--- config.mk ---
export PLATFORM = sky130hd
export DESIGN_NAME = tcb_sub_top
export DESIGN_NICKNAME = d
export VERILOG_FILES = /design/src/tcb_pkg.sv /design/src/tcb_mem_pkg.sv /design/src/tcb_dly_pipe.sv /design/src/tcb_lib_logsize2byteena.sv /design/src/tcb_mem_byteena.sv /design/src/tcb_sub_top.sv
export SDC_FILE = /design/constraint.sdc
export NUM_CORES = 2
export LEC_CHECK = 0
export BUFFER_PORTS_ARGS = -buffer_cell sky130_fd_sc_hd__buf_4
export CORE_UTILIZATION = 45
export CTS_CLUSTER_SIZE = 30
export DETAILED_ROUTE_END_ITERATION = 8
export PLACE_DENSITY_LB_ADDON = 0.1
export SYNTH_ARGS = -nofsm -noshare
export SYNTH_HDL_FRONTEND = slang
export SYNTH_HIERARCHICAL = 1
export SYNTH_SLANG_ARGS = --single-unit
--- constraint.sdc ---
create_clock -name clk -period 3.95 [get_ports clk]
set_input_delay 0.1975 -clock clk [delete_from_list [all_inputs] [get_ports clk]]
set_output_delay 0.1975 -clock clk [all_outputs]
set_load 0.005 [all_outputs]
--- src/tcb_pkg.sv ---
// TCB bus package
// widths, response latency, endianness and status encodings
// shared by the converter, the delay pipeline and the memory

package tcb_pkg;

  ////////////////////////////////////////////////////////////
  // bus widths
  ////////////////////////////////////////////////////////////

  // address and data width in bits
  localparam int unsigned TCB_ADR = 32;
  localparam int unsigned TCB_DAT = 32;
  // lane (unit) width and number of byte lanes
  localparam int unsigned TCB_UNT = 8;
  localparam int unsigned TCB_BEN = TCB_DAT / TCB_UNT;
  // address offset inside a word
  localparam int unsigned TCB_OFF = $clog2(TCB_BEN);
  // log size field, 0/1/2 for 1/2/4 bytes
  localparam int unsigned TCB_SIZ = 2;
  // low address bits cleared toward the memory
  localparam int unsigned TCB_ALN = 2;

  ////////////////////////////////////////////////////////////
  // timing
  ////////////////////////////////////////////////////////////

  // cycles from transfer to response
  localparam int unsigned TCB_DLY = 1;

  ////////////////////////////////////////////////////////////
  // encodings
  ////////////////////////////////////////////////////////////

  // endianness bit
  localparam logic TCB_LITTLE = 1'b0;
  localparam logic TCB_BIG    = 1'b1;

  // response status
  localparam logic TCB_STS_OK  = 1'b0;
  localparam logic TCB_STS_ERR = 1'b1;

endpackage : tcb_pkg

--- src/tcb_mem_pkg.sv ---
// byte-enable memory package
// depth, word index width and initial content of the memory

package tcb_mem_pkg;

  ////////////////////////////////////////////////////////////
  // geometry
  ////////////////////////////////////////////////////////////

  // number of 32-bit words
  localparam int unsigned MEM_WORDS = 64;

  // word index width
  localparam int unsigned MEM_AW = $clog2(MEM_WORDS);

  ////////////////////////////////////////////////////////////
  // content
  ////////////////////////////////////////////////////////////

  // value read back from words never written
  localparam logic [31:0] MEM_FILL = 32'h0;

endpackage : tcb_mem_pkg

--- src/tcb_dly_pipe.sv ---
// TCB response delay pipeline
// carries offset and endianness of each transfer up to its response cycle

`timescale 1ns/100ps

module tcb_dly_pipe (
  input  logic                        clk,
  input  logic                        rst_n,
  // request handshake
  input  logic                        vld,
  input  logic                        rdy,
  // request side fields
  input  logic [tcb_pkg::TCB_OFF-1:0] off,
  input  logic                        ndn,
  // response-time copies
  output logic [tcb_pkg::TCB_OFF-1:0] dly_off,
  output logic                        dly_ndn
);

  import tcb_pkg::*;

  ////////////////////////////////////////////////////////////
  // shift chain
  ////////////////////////////////////////////////////////////

  // one entry per cycle of latency
  logic [TCB_OFF-1:0] off_q [TCB_DLY];
  logic               ndn_q [TCB_DLY];

  // transfer on this edge
  logic               trn;

  assign trn = vld & rdy;

  always_ff @(posedge clk) begin
    if (!rst_n) begin
      // offset 0, little endian
      for (int unsigned s = 0; s < TCB_DLY; s++) begin
        off_q[s] <= '0;
        ndn_q[s] <= TCB_LITTLE;
      end
    end else begin
      // first stage only loads on a transfer
      if (trn) begin
        off_q[0] <= off;
        ndn_q[0] <= ndn;
      end
      // later stages move every cycle
      for (int unsigned s = 1; s < TCB_DLY; s++) begin
        off_q[s] <= off_q[s-1];
        ndn_q[s] <= ndn_q[s-1];
      end
    end
  end

  // last stage lines up with the response
  assign dly_off = off_q[TCB_DLY-1];
  assign dly_ndn = ndn_q[TCB_DLY-1];

endmodule : tcb_dly_pipe

--- src/tcb_lib_logsize2byteena.sv ---
// TCB log size to byte enable converter
// masks the aligned address bits, expands size into byte enables and
// rotates lanes by the address offset for little or big endian

`timescale 1ns/100ps

module tcb_lib_logsize2byteena (
  // manager side request
  input  logic                        vld,
  input  logic                        cmd,
  input  logic                        wen,
  input  logic [tcb_pkg::TCB_ADR-1:0] adr,
  input  logic [tcb_pkg::TCB_SIZ-1:0] siz,
  input  logic                        ndn,
  input  logic [tcb_pkg::TCB_DAT-1:0] wdt,
  // manager side response
  output logic                        rdy,
  output logic [tcb_pkg::TCB_DAT-1:0] rdt,
  output logic                        sts,
  // offset and endianness of the transfer now answered
  input  logic [tcb_pkg::TCB_OFF-1:0] dly_off,
  input  logic                        dly_ndn,
  // memory side request
  output logic                        mem_vld,
  output logic                        mem_cmd,
  output logic                        mem_wen,
  output logic [tcb_pkg::TCB_ADR-1:0] mem_adr,
  output logic [tcb_pkg::TCB_BEN-1:0] mem_ben,
  output logic [tcb_pkg::TCB_DAT-1:0] mem_wdt,
  // memory side response
  input  logic                        mem_rdy,
  input  logic [tcb_pkg::TCB_DAT-1:0] mem_rdt,
  input  logic                        mem_sts
);

  import tcb_pkg::*;

  ////////////////////////////////////////////////////////////
  // lane index mapping
  ////////////////////////////////////////////////////////////

  // source lane for a given destination lane
  // little endian is a rotation, inverted on the way back
  // big endian is a reflection around the offset, its own inverse
  function automatic logic [TCB_OFF-1:0] lane_src(
    input logic [TCB_OFF-1:0] lane,
    input logic [TCB_OFF-1:0] off,
    input logic               end_big,
    input logic               back
  );
    logic [TCB_OFF-1:0] src;
    if (end_big == TCB_BIG) begin
      src = off - lane;
    end else if (back) begin
      src = lane + off;
    end else begin
      src = lane - off;
    end
    return src;
  endfunction : lane_src

  ////////////////////////////////////////////////////////////
  // local signals
  ////////////////////////////////////////////////////////////

  // request offset, low address bits
  logic [TCB_OFF-1:0]              req_off;
  // unrotated enables from size
  logic [TCB_BEN-1:0]              req_ben;
  // lane views of the data words
  logic [TCB_BEN-1:0][TCB_UNT-1:0] req_wdt;
  logic [TCB_BEN-1:0][TCB_UNT-1:0] man_wdt;
  logic [TCB_BEN-1:0][TCB_UNT-1:0] man_rdt;
  logic [TCB_BEN-1:0][TCB_UNT-1:0] rsp_rdt;

  assign req_off = adr[TCB_OFF-1:0];
  assign req_wdt = wdt;
  assign man_rdt = mem_rdt;

  ////////////////////////////////////////////////////////////
  // request control
  ////////////////////////////////////////////////////////////

  assign mem_vld = vld;
  assign mem_cmd = cmd;
  assign mem_wen = wen;

  // word aligned address toward the memory
  assign mem_adr = {adr[TCB_ADR-1:TCB_ALN], {TCB_ALN{1'b0}}};

  ////////////////////////////////////////////////////////////
  // byte enables
  ////////////////////////////////////////////////////////////

  // lanes below 2**siz are active
  always_comb begin
    for (int unsigned i = 0; i < TCB_BEN; i++) begin
      req_ben[i] = (i < (32'd1 << siz));
    end
  end

  ////////////////////////////////////////////////////////////
  // request lane rotation
  ////////////////////////////////////////////////////////////

  // enables and write data share one mapping
  always_comb begin
    logic [TCB_OFF-1:0] src;
    for (int unsigned i = 0; i < TCB_BEN; i++) begin
      src        = lane_src(TCB_OFF'(i), req_off, ndn, 1'b0);
      mem_ben[i] = req_ben[src];
      man_wdt[i] = req_wdt[src];
    end
  end

  assign mem_wdt = man_wdt;

  ////////////////////////////////////////////////////////////
  // response lane rotation
  ////////////////////////////////////////////////////////////

  // uses the delayed offset and endianness of the answered transfer
  always_comb begin
    logic [TCB_OFF-1:0] src;
    for (int unsigned i = 0; i < TCB_BEN; i++) begin
      src        = lane_src(TCB_OFF'(i), dly_off, dly_ndn, 1'b1);
      rsp_rdt[i] = man_rdt[src];
    end
  end

  assign rdt = rsp_rdt;

  ////////////////////////////////////////////////////////////
  // status and handshake
  ////////////////////////////////////////////////////////////

  assign sts = mem_sts;
  assign rdy = mem_rdy;

endmodule : tcb_lib_logsize2byteena

--- src/tcb_mem_byteena.sv ---
// TCB byte-enable memory
// 64 words with per-lane write mask, fixed read latency and error status
// for addresses past the end of the array or command transfers

`timescale 1ns/100ps

module tcb_mem_byteena (
  input  logic                        clk,
  input  logic                        rst_n,
  // request
  input  logic                        mem_vld,
  input  logic                        mem_cmd,
  input  logic                        mem_wen,
  input  logic [tcb_pkg::TCB_ADR-1:0] mem_adr,
  input  logic [tcb_pkg::TCB_BEN-1:0] mem_ben,
  input  logic [tcb_pkg::TCB_DAT-1:0] mem_wdt,
  // response
  output logic                        mem_rdy,
  output logic [tcb_pkg::TCB_DAT-1:0] mem_rdt,
  output logic                        mem_sts
);

  import tcb_pkg::*;
  import tcb_mem_pkg::*;

  ////////////////////////////////////////////////////////////
  // storage and decode
  ////////////////////////////////////////////////////////////

  logic [TCB_BEN-1:0][TCB_UNT-1:0] mem [MEM_WORDS];

  // full word index and array index
  logic [TCB_ADR-TCB_ALN-1:0]      wrd;
  logic [MEM_AW-1:0]               idx;
  logic [TCB_BEN-1:0][TCB_UNT-1:0] wdt;
  logic                            rdy_q;
  logic                            trn;
  logic                            hit;
  logic                            acc;

  // response pipeline
  logic [TCB_DAT-1:0]              rdt_q [TCB_DLY];
  logic                            sts_q [TCB_DLY];

  assign wdt = mem_wdt;
  assign wrd = mem_adr[TCB_ADR-1:TCB_ALN];
  assign idx = wrd[MEM_AW-1:0];
  assign trn = mem_vld & rdy_q;
  assign hit = (wrd < MEM_WORDS);
  // command transfers are not served, only plain data accesses
  assign acc = trn & hit & ~mem_cmd;

  // unwritten words read back as the fill value
  initial begin
    for (int unsigned w = 0; w < MEM_WORDS; w++) begin
      mem[w] = MEM_FILL;
    end
  end

  ////////////////////////////////////////////////////////////
  // write with lane mask
  ////////////////////////////////////////////////////////////

  always_ff @(posedge clk) begin
    if (acc && mem_wen) begin
      for (int unsigned b = 0; b < TCB_BEN; b++) begin
        if (mem_ben[b]) begin
          mem[idx][b] <= wdt[b];
        end
      end
    end
  end

  ////////////////////////////////////////////////////////////
  // read data
  ////////////////////////////////////////////////////////////

  // old word on the transfer edge, fill value when out of range
  always_ff @(posedge clk) begin
    if (trn) begin
      rdt_q[0] <= acc ? mem[idx] : MEM_FILL;
    end
    for (int unsigned s = 1; s < TCB_DLY; s++) begin
      rdt_q[s] <= rdt_q[s-1];
    end
  end

  ////////////////////////////////////////////////////////////
  // ready and status
  ////////////////////////////////////////////////////////////

  always_ff @(posedge clk) begin
    if (!rst_n) begin
      rdy_q <= 1'b0;
      for (int unsigned s = 0; s < TCB_DLY; s++) begin
        sts_q[s] <= TCB_STS_OK;
      end
    end else begin
      // ready one cycle after reset release
      rdy_q    <= 1'b1;
      // error flagged only in the response slot of a bad transfer
      sts_q[0] <= (trn && !acc) ? TCB_STS_ERR : TCB_STS_OK;
      for (int unsigned s = 1; s < TCB_DLY; s++) begin
        sts_q[s] <= sts_q[s-1];
      end
    end
  end

  assign mem_rdy = rdy_q;
  assign mem_rdt = rdt_q[TCB_DLY-1];
  assign mem_sts = sts_q[TCB_DLY-1];

endmodule : tcb_mem_byteena

--- src/tcb_sub_top.sv ---
// TCB subsystem top
// log size manager bus into converter, delay pipeline and byte-enable memory

`timescale 1ns/100ps

module tcb_sub_top (
  input  logic                        clk,
  input  logic                        rst_n,
  // manager side request
  input  logic                        vld,
  input  logic                        cmd,
  input  logic                        wen,
  input  logic [tcb_pkg::TCB_ADR-1:0] adr,
  input  logic [tcb_pkg::TCB_SIZ-1:0] siz,
  input  logic                        ndn,
  input  logic [tcb_pkg::TCB_DAT-1:0] wdt,
  // manager side response
  output logic                        rdy,
  output logic [tcb_pkg::TCB_DAT-1:0] rdt,
  output logic                        sts
);

  import tcb_pkg::*;

  ////////////////////////////////////////////////////////////
  // internal wires
  ////////////////////////////////////////////////////////////

  // delayed transfer attributes
  logic [TCB_OFF-1:0] dly_off;
  logic               dly_ndn;

  // byte-enable bus to the memory
  logic               mem_vld;
  logic               mem_cmd;
  logic               mem_wen;
  logic [TCB_ADR-1:0] mem_adr;
  logic [TCB_BEN-1:0] mem_ben;
  logic [TCB_DAT-1:0] mem_wdt;
  logic               mem_rdy;
  logic [TCB_DAT-1:0] mem_rdt;
  logic               mem_sts;

  ////////////////////////////////////////////////////////////
  // instances
  ////////////////////////////////////////////////////////////

  tcb_dly_pipe dly (
    .clk     (clk),
    .rst_n   (rst_n),
    .vld     (vld),
    .rdy     (rdy),
    .off     (adr[TCB_OFF-1:0]),
    .ndn     (ndn),
    .dly_off (dly_off),
    .dly_ndn (dly_ndn)
  );

  tcb_lib_logsize2byteena cnv (
    .vld     (vld),
    .cmd     (cmd),
    .wen     (wen),
    .adr     (adr),
    .siz     (siz),
    .ndn     (ndn),
    .wdt     (wdt),
    .rdy     (rdy),
    .rdt     (rdt),
    .sts     (sts),
    .dly_off (dly_off),
    .dly_ndn (dly_ndn),
    .mem_vld (mem_vld),
    .mem_cmd (mem_cmd),
    .mem_wen (mem_wen),
    .mem_adr (mem_adr),
    .mem_ben (mem_ben),
    .mem_wdt (mem_wdt),
    .mem_rdy (mem_rdy),
    .mem_rdt (mem_rdt),
    .mem_sts (mem_sts)
  );

  tcb_mem_byteena mem (
    .clk     (clk),
    .rst_n   (rst_n),
    .mem_vld (mem_vld),
    .mem_cmd (mem_cmd),
    .mem_wen (mem_wen),
    .mem_adr (mem_adr),
    .mem_ben (mem_ben),
    .mem_wdt (mem_wdt),
    .mem_rdy (mem_rdy),
    .mem_rdt (mem_rdt),
    .mem_sts (mem_sts)
  );

endmodule : tcb_sub_top

==> impl_metrics.tcl <==
set metrics [dict create \
    status "finished, final reports clean" \
    vias 47352 \
    cp.required_ns 4.47 \
    drc 0 \
    worstSetupPathDepth 7 \
    globalplace.congestion 0.848 \
    internal-power_mw 37.5 \
    pwr-share-seq_pct 51.5 \
    grt_usage_pct 26.8 \
    drive_above_1_share_pct 19.9 \
    cts-resized-gates 0 \
    dp.cells 7152 \
    cts_tree "yes" \
    cts_made_buffers 213 \
    tns_ns 0 \
    crit_start "mem/mem_rdy" \
    ys_warn_count 6 \
    worst-path-buf-inv 2 \
    wirelength_um 250000 \
    reg2reg_depth 7 \
    num_rows 156 \
    p_sw_share_pct 22.2 \
    postCtsHoldBufs 5 \
    crit_type "flop to flop" \
    clockPowerShare_pct 42.1 \
    cpMaxStageDelayCell "nand3_4" \
    crit_chain "nor4bb_1 > nand4_1 > nor2_1 > nand3_4 > buf_4 > nor2_1 > buf_4" \
    postRouteAntennaNets 0 \
    regArea_um2 62600 \
    post_cts_buffers 0 \
    netlist_area_um2 82400 \
    clockRootBuffer "clkbuf_16" \
    overflow 0 \
    rrSetupSlack_ns 0.55 \
    critical-path-top-delay-family "simple AND/OR/NAND/NOR gates" \
    rsz0062_at_grt "no" \
    endpoint "mem/mem[17][16]" \
    tightest_slew_ns 1.29 \
    n_fill_cell 14580 \
    grt_max_degree 116 \
    initial_utilization_pct 45.5 \
    cts_num_sinks 2085 \
    drt_iter0_markers 6239 \
    hpwl_um 160000 \
    grt_first_pass_wirelength_um 351000 \
    fin_crit_sh_pct 86.1 \
    synth_nets 4767 \
    die_area_um2 185000 \
    fin_cells 7565 \
    slew_headroom_pct 13.8 \
    path_clk_slew_ns 0.06 \
    max-cap-violations 0 \
    final_common_cell "edfxtp_1" \
    drt_pre_antenna_iters 6 \
    final_cell_mix "2083 x edfxtp_1, 448 x buf_4, 380 x a221oi_1" \
    antenna_found_initial 9 \
    drv_slew 0 \
    wl_per_cell_um 33.1 \
    leakage_nw 30.3 \
    critPathMaxFanout 40 \
    cp-start-kind "flop" \
    multi_input_comb_area_um2 18400 \
    p_per_area_nw_per_um2 506 \
    holdCritStartpoint "adr[1]" \
    reg2reg_to "mem/mem[17][16]" \
    syn_inst 4695 \
    period_minus_slack_ns 3.40 \
    critical_path.max_stage_delay_ns 0.65 \
    fp.dieH_um 430 \
    vdd_drop_max_mv 0.356 \
    via_per_inst 6.26 \
    die_x_um 430 \
    max-clock-path-buffers 3 \
    arrival_ns 3.93 \
    clkLatencyLatePin_ns 0.85 \
    portBuffers 105 \
    r2r-start "mem/mem_rdy" \
    finalNetCount 5074 \
    syn_area_per_cell_um2 17.6 \
    hold_path_class "primary input to flop" \
    fmax_ghz 0.294 \
    pwr-share-comb_pct 6.4 \
    htree_levels 4 \
    io_pins 106 \
    end_kind "flop" \
    grt_pass1_vias 45828 \
    fin_worst_skew_ns 0.0294 \
    syn2layout_area_growth_pct 15.4 \
    report.final.setup_viol 0 \
    report.final.hold_viol_count 0 \
    p_sw_mw 10.7 \
    fp.coreArea_um2 181000 \
]
-- routing by layer --
layer	wire length (µm)	track usage [%]	share of wire (%)
met2	114000	40.6	46
met4	8410	8.88	3.4
met1	107000	39.0	43
met5	49	0	0.020
met3	20400	5.29	8.1
-- power by group through the flow --
stage | clock (mW) | sequential [mW] | combinational [mW]
after floorplan | 0 | 25.3 | 1.62
after CTS | 20.5 | 24.8 | 3.09
after detailed placement | 0 | 25.3 | 3.09
final | 20.3 | 24.8 | 3.10
after global placement | 0 | 25.3 | 3.06
after global routing | 21.4 | 24.8 | 3.25
-- final cells by class --
cell class | count | area share (%)
Tap cell | 2370 | 3.12
Clock inverter | 135 | 1.52
Multi-Input combinational cell | 2211 | 19.4
Sequential cell | 2085 | 65.8
Inverter | 2 | 0.0158
Antenna cell | 12 | 0.0316
Clock buffer | 261 | 5.84
Timing Repair Buffer | 489 | 4.33
-- registers in the layout (all words and copies together), names as in the netlist --
| register | flops |
|---|---|
| dly/off_q | 2 |
| dly/ndn_q | 1 |
| mem/mem_rdy | 1 |
| mem/mem | 2048 |
| mem/sts_q | 1 |
| mem/rdt_q | 32 |
-- per-stage QoR --
step,area [µm²],utilization [%],total power [mW],setup slack (ns),hold slack [ns]
2_1_floorplan,82400,-,27.0,0.554,0.225
3_3_place_gp,88100,48.6,28.3,0.482,0.339
3_5_place_dp,88100,48.6,28.4,0.506,0.342
4_1_cts,95100,52.4,48.4,0.506,0.00583
5_1_grt,95100,52.4,49.4,0.351,0.0350
6_report,95100,52.5,48.2,0.549,0.0427
-- worst min-delay path by stage --
stage,end,cells past startpoint
finish,dly/off_q[0][1],2
global route,dly/off_q[0][1],2
floorplan,mem/mem_rdy,0
CTS,dly/off_q[0][1],2
detailed placement,mem/mem_rdy,1
global placement,mem/mem_rdy,1
(Power assumes the default switching activity.)
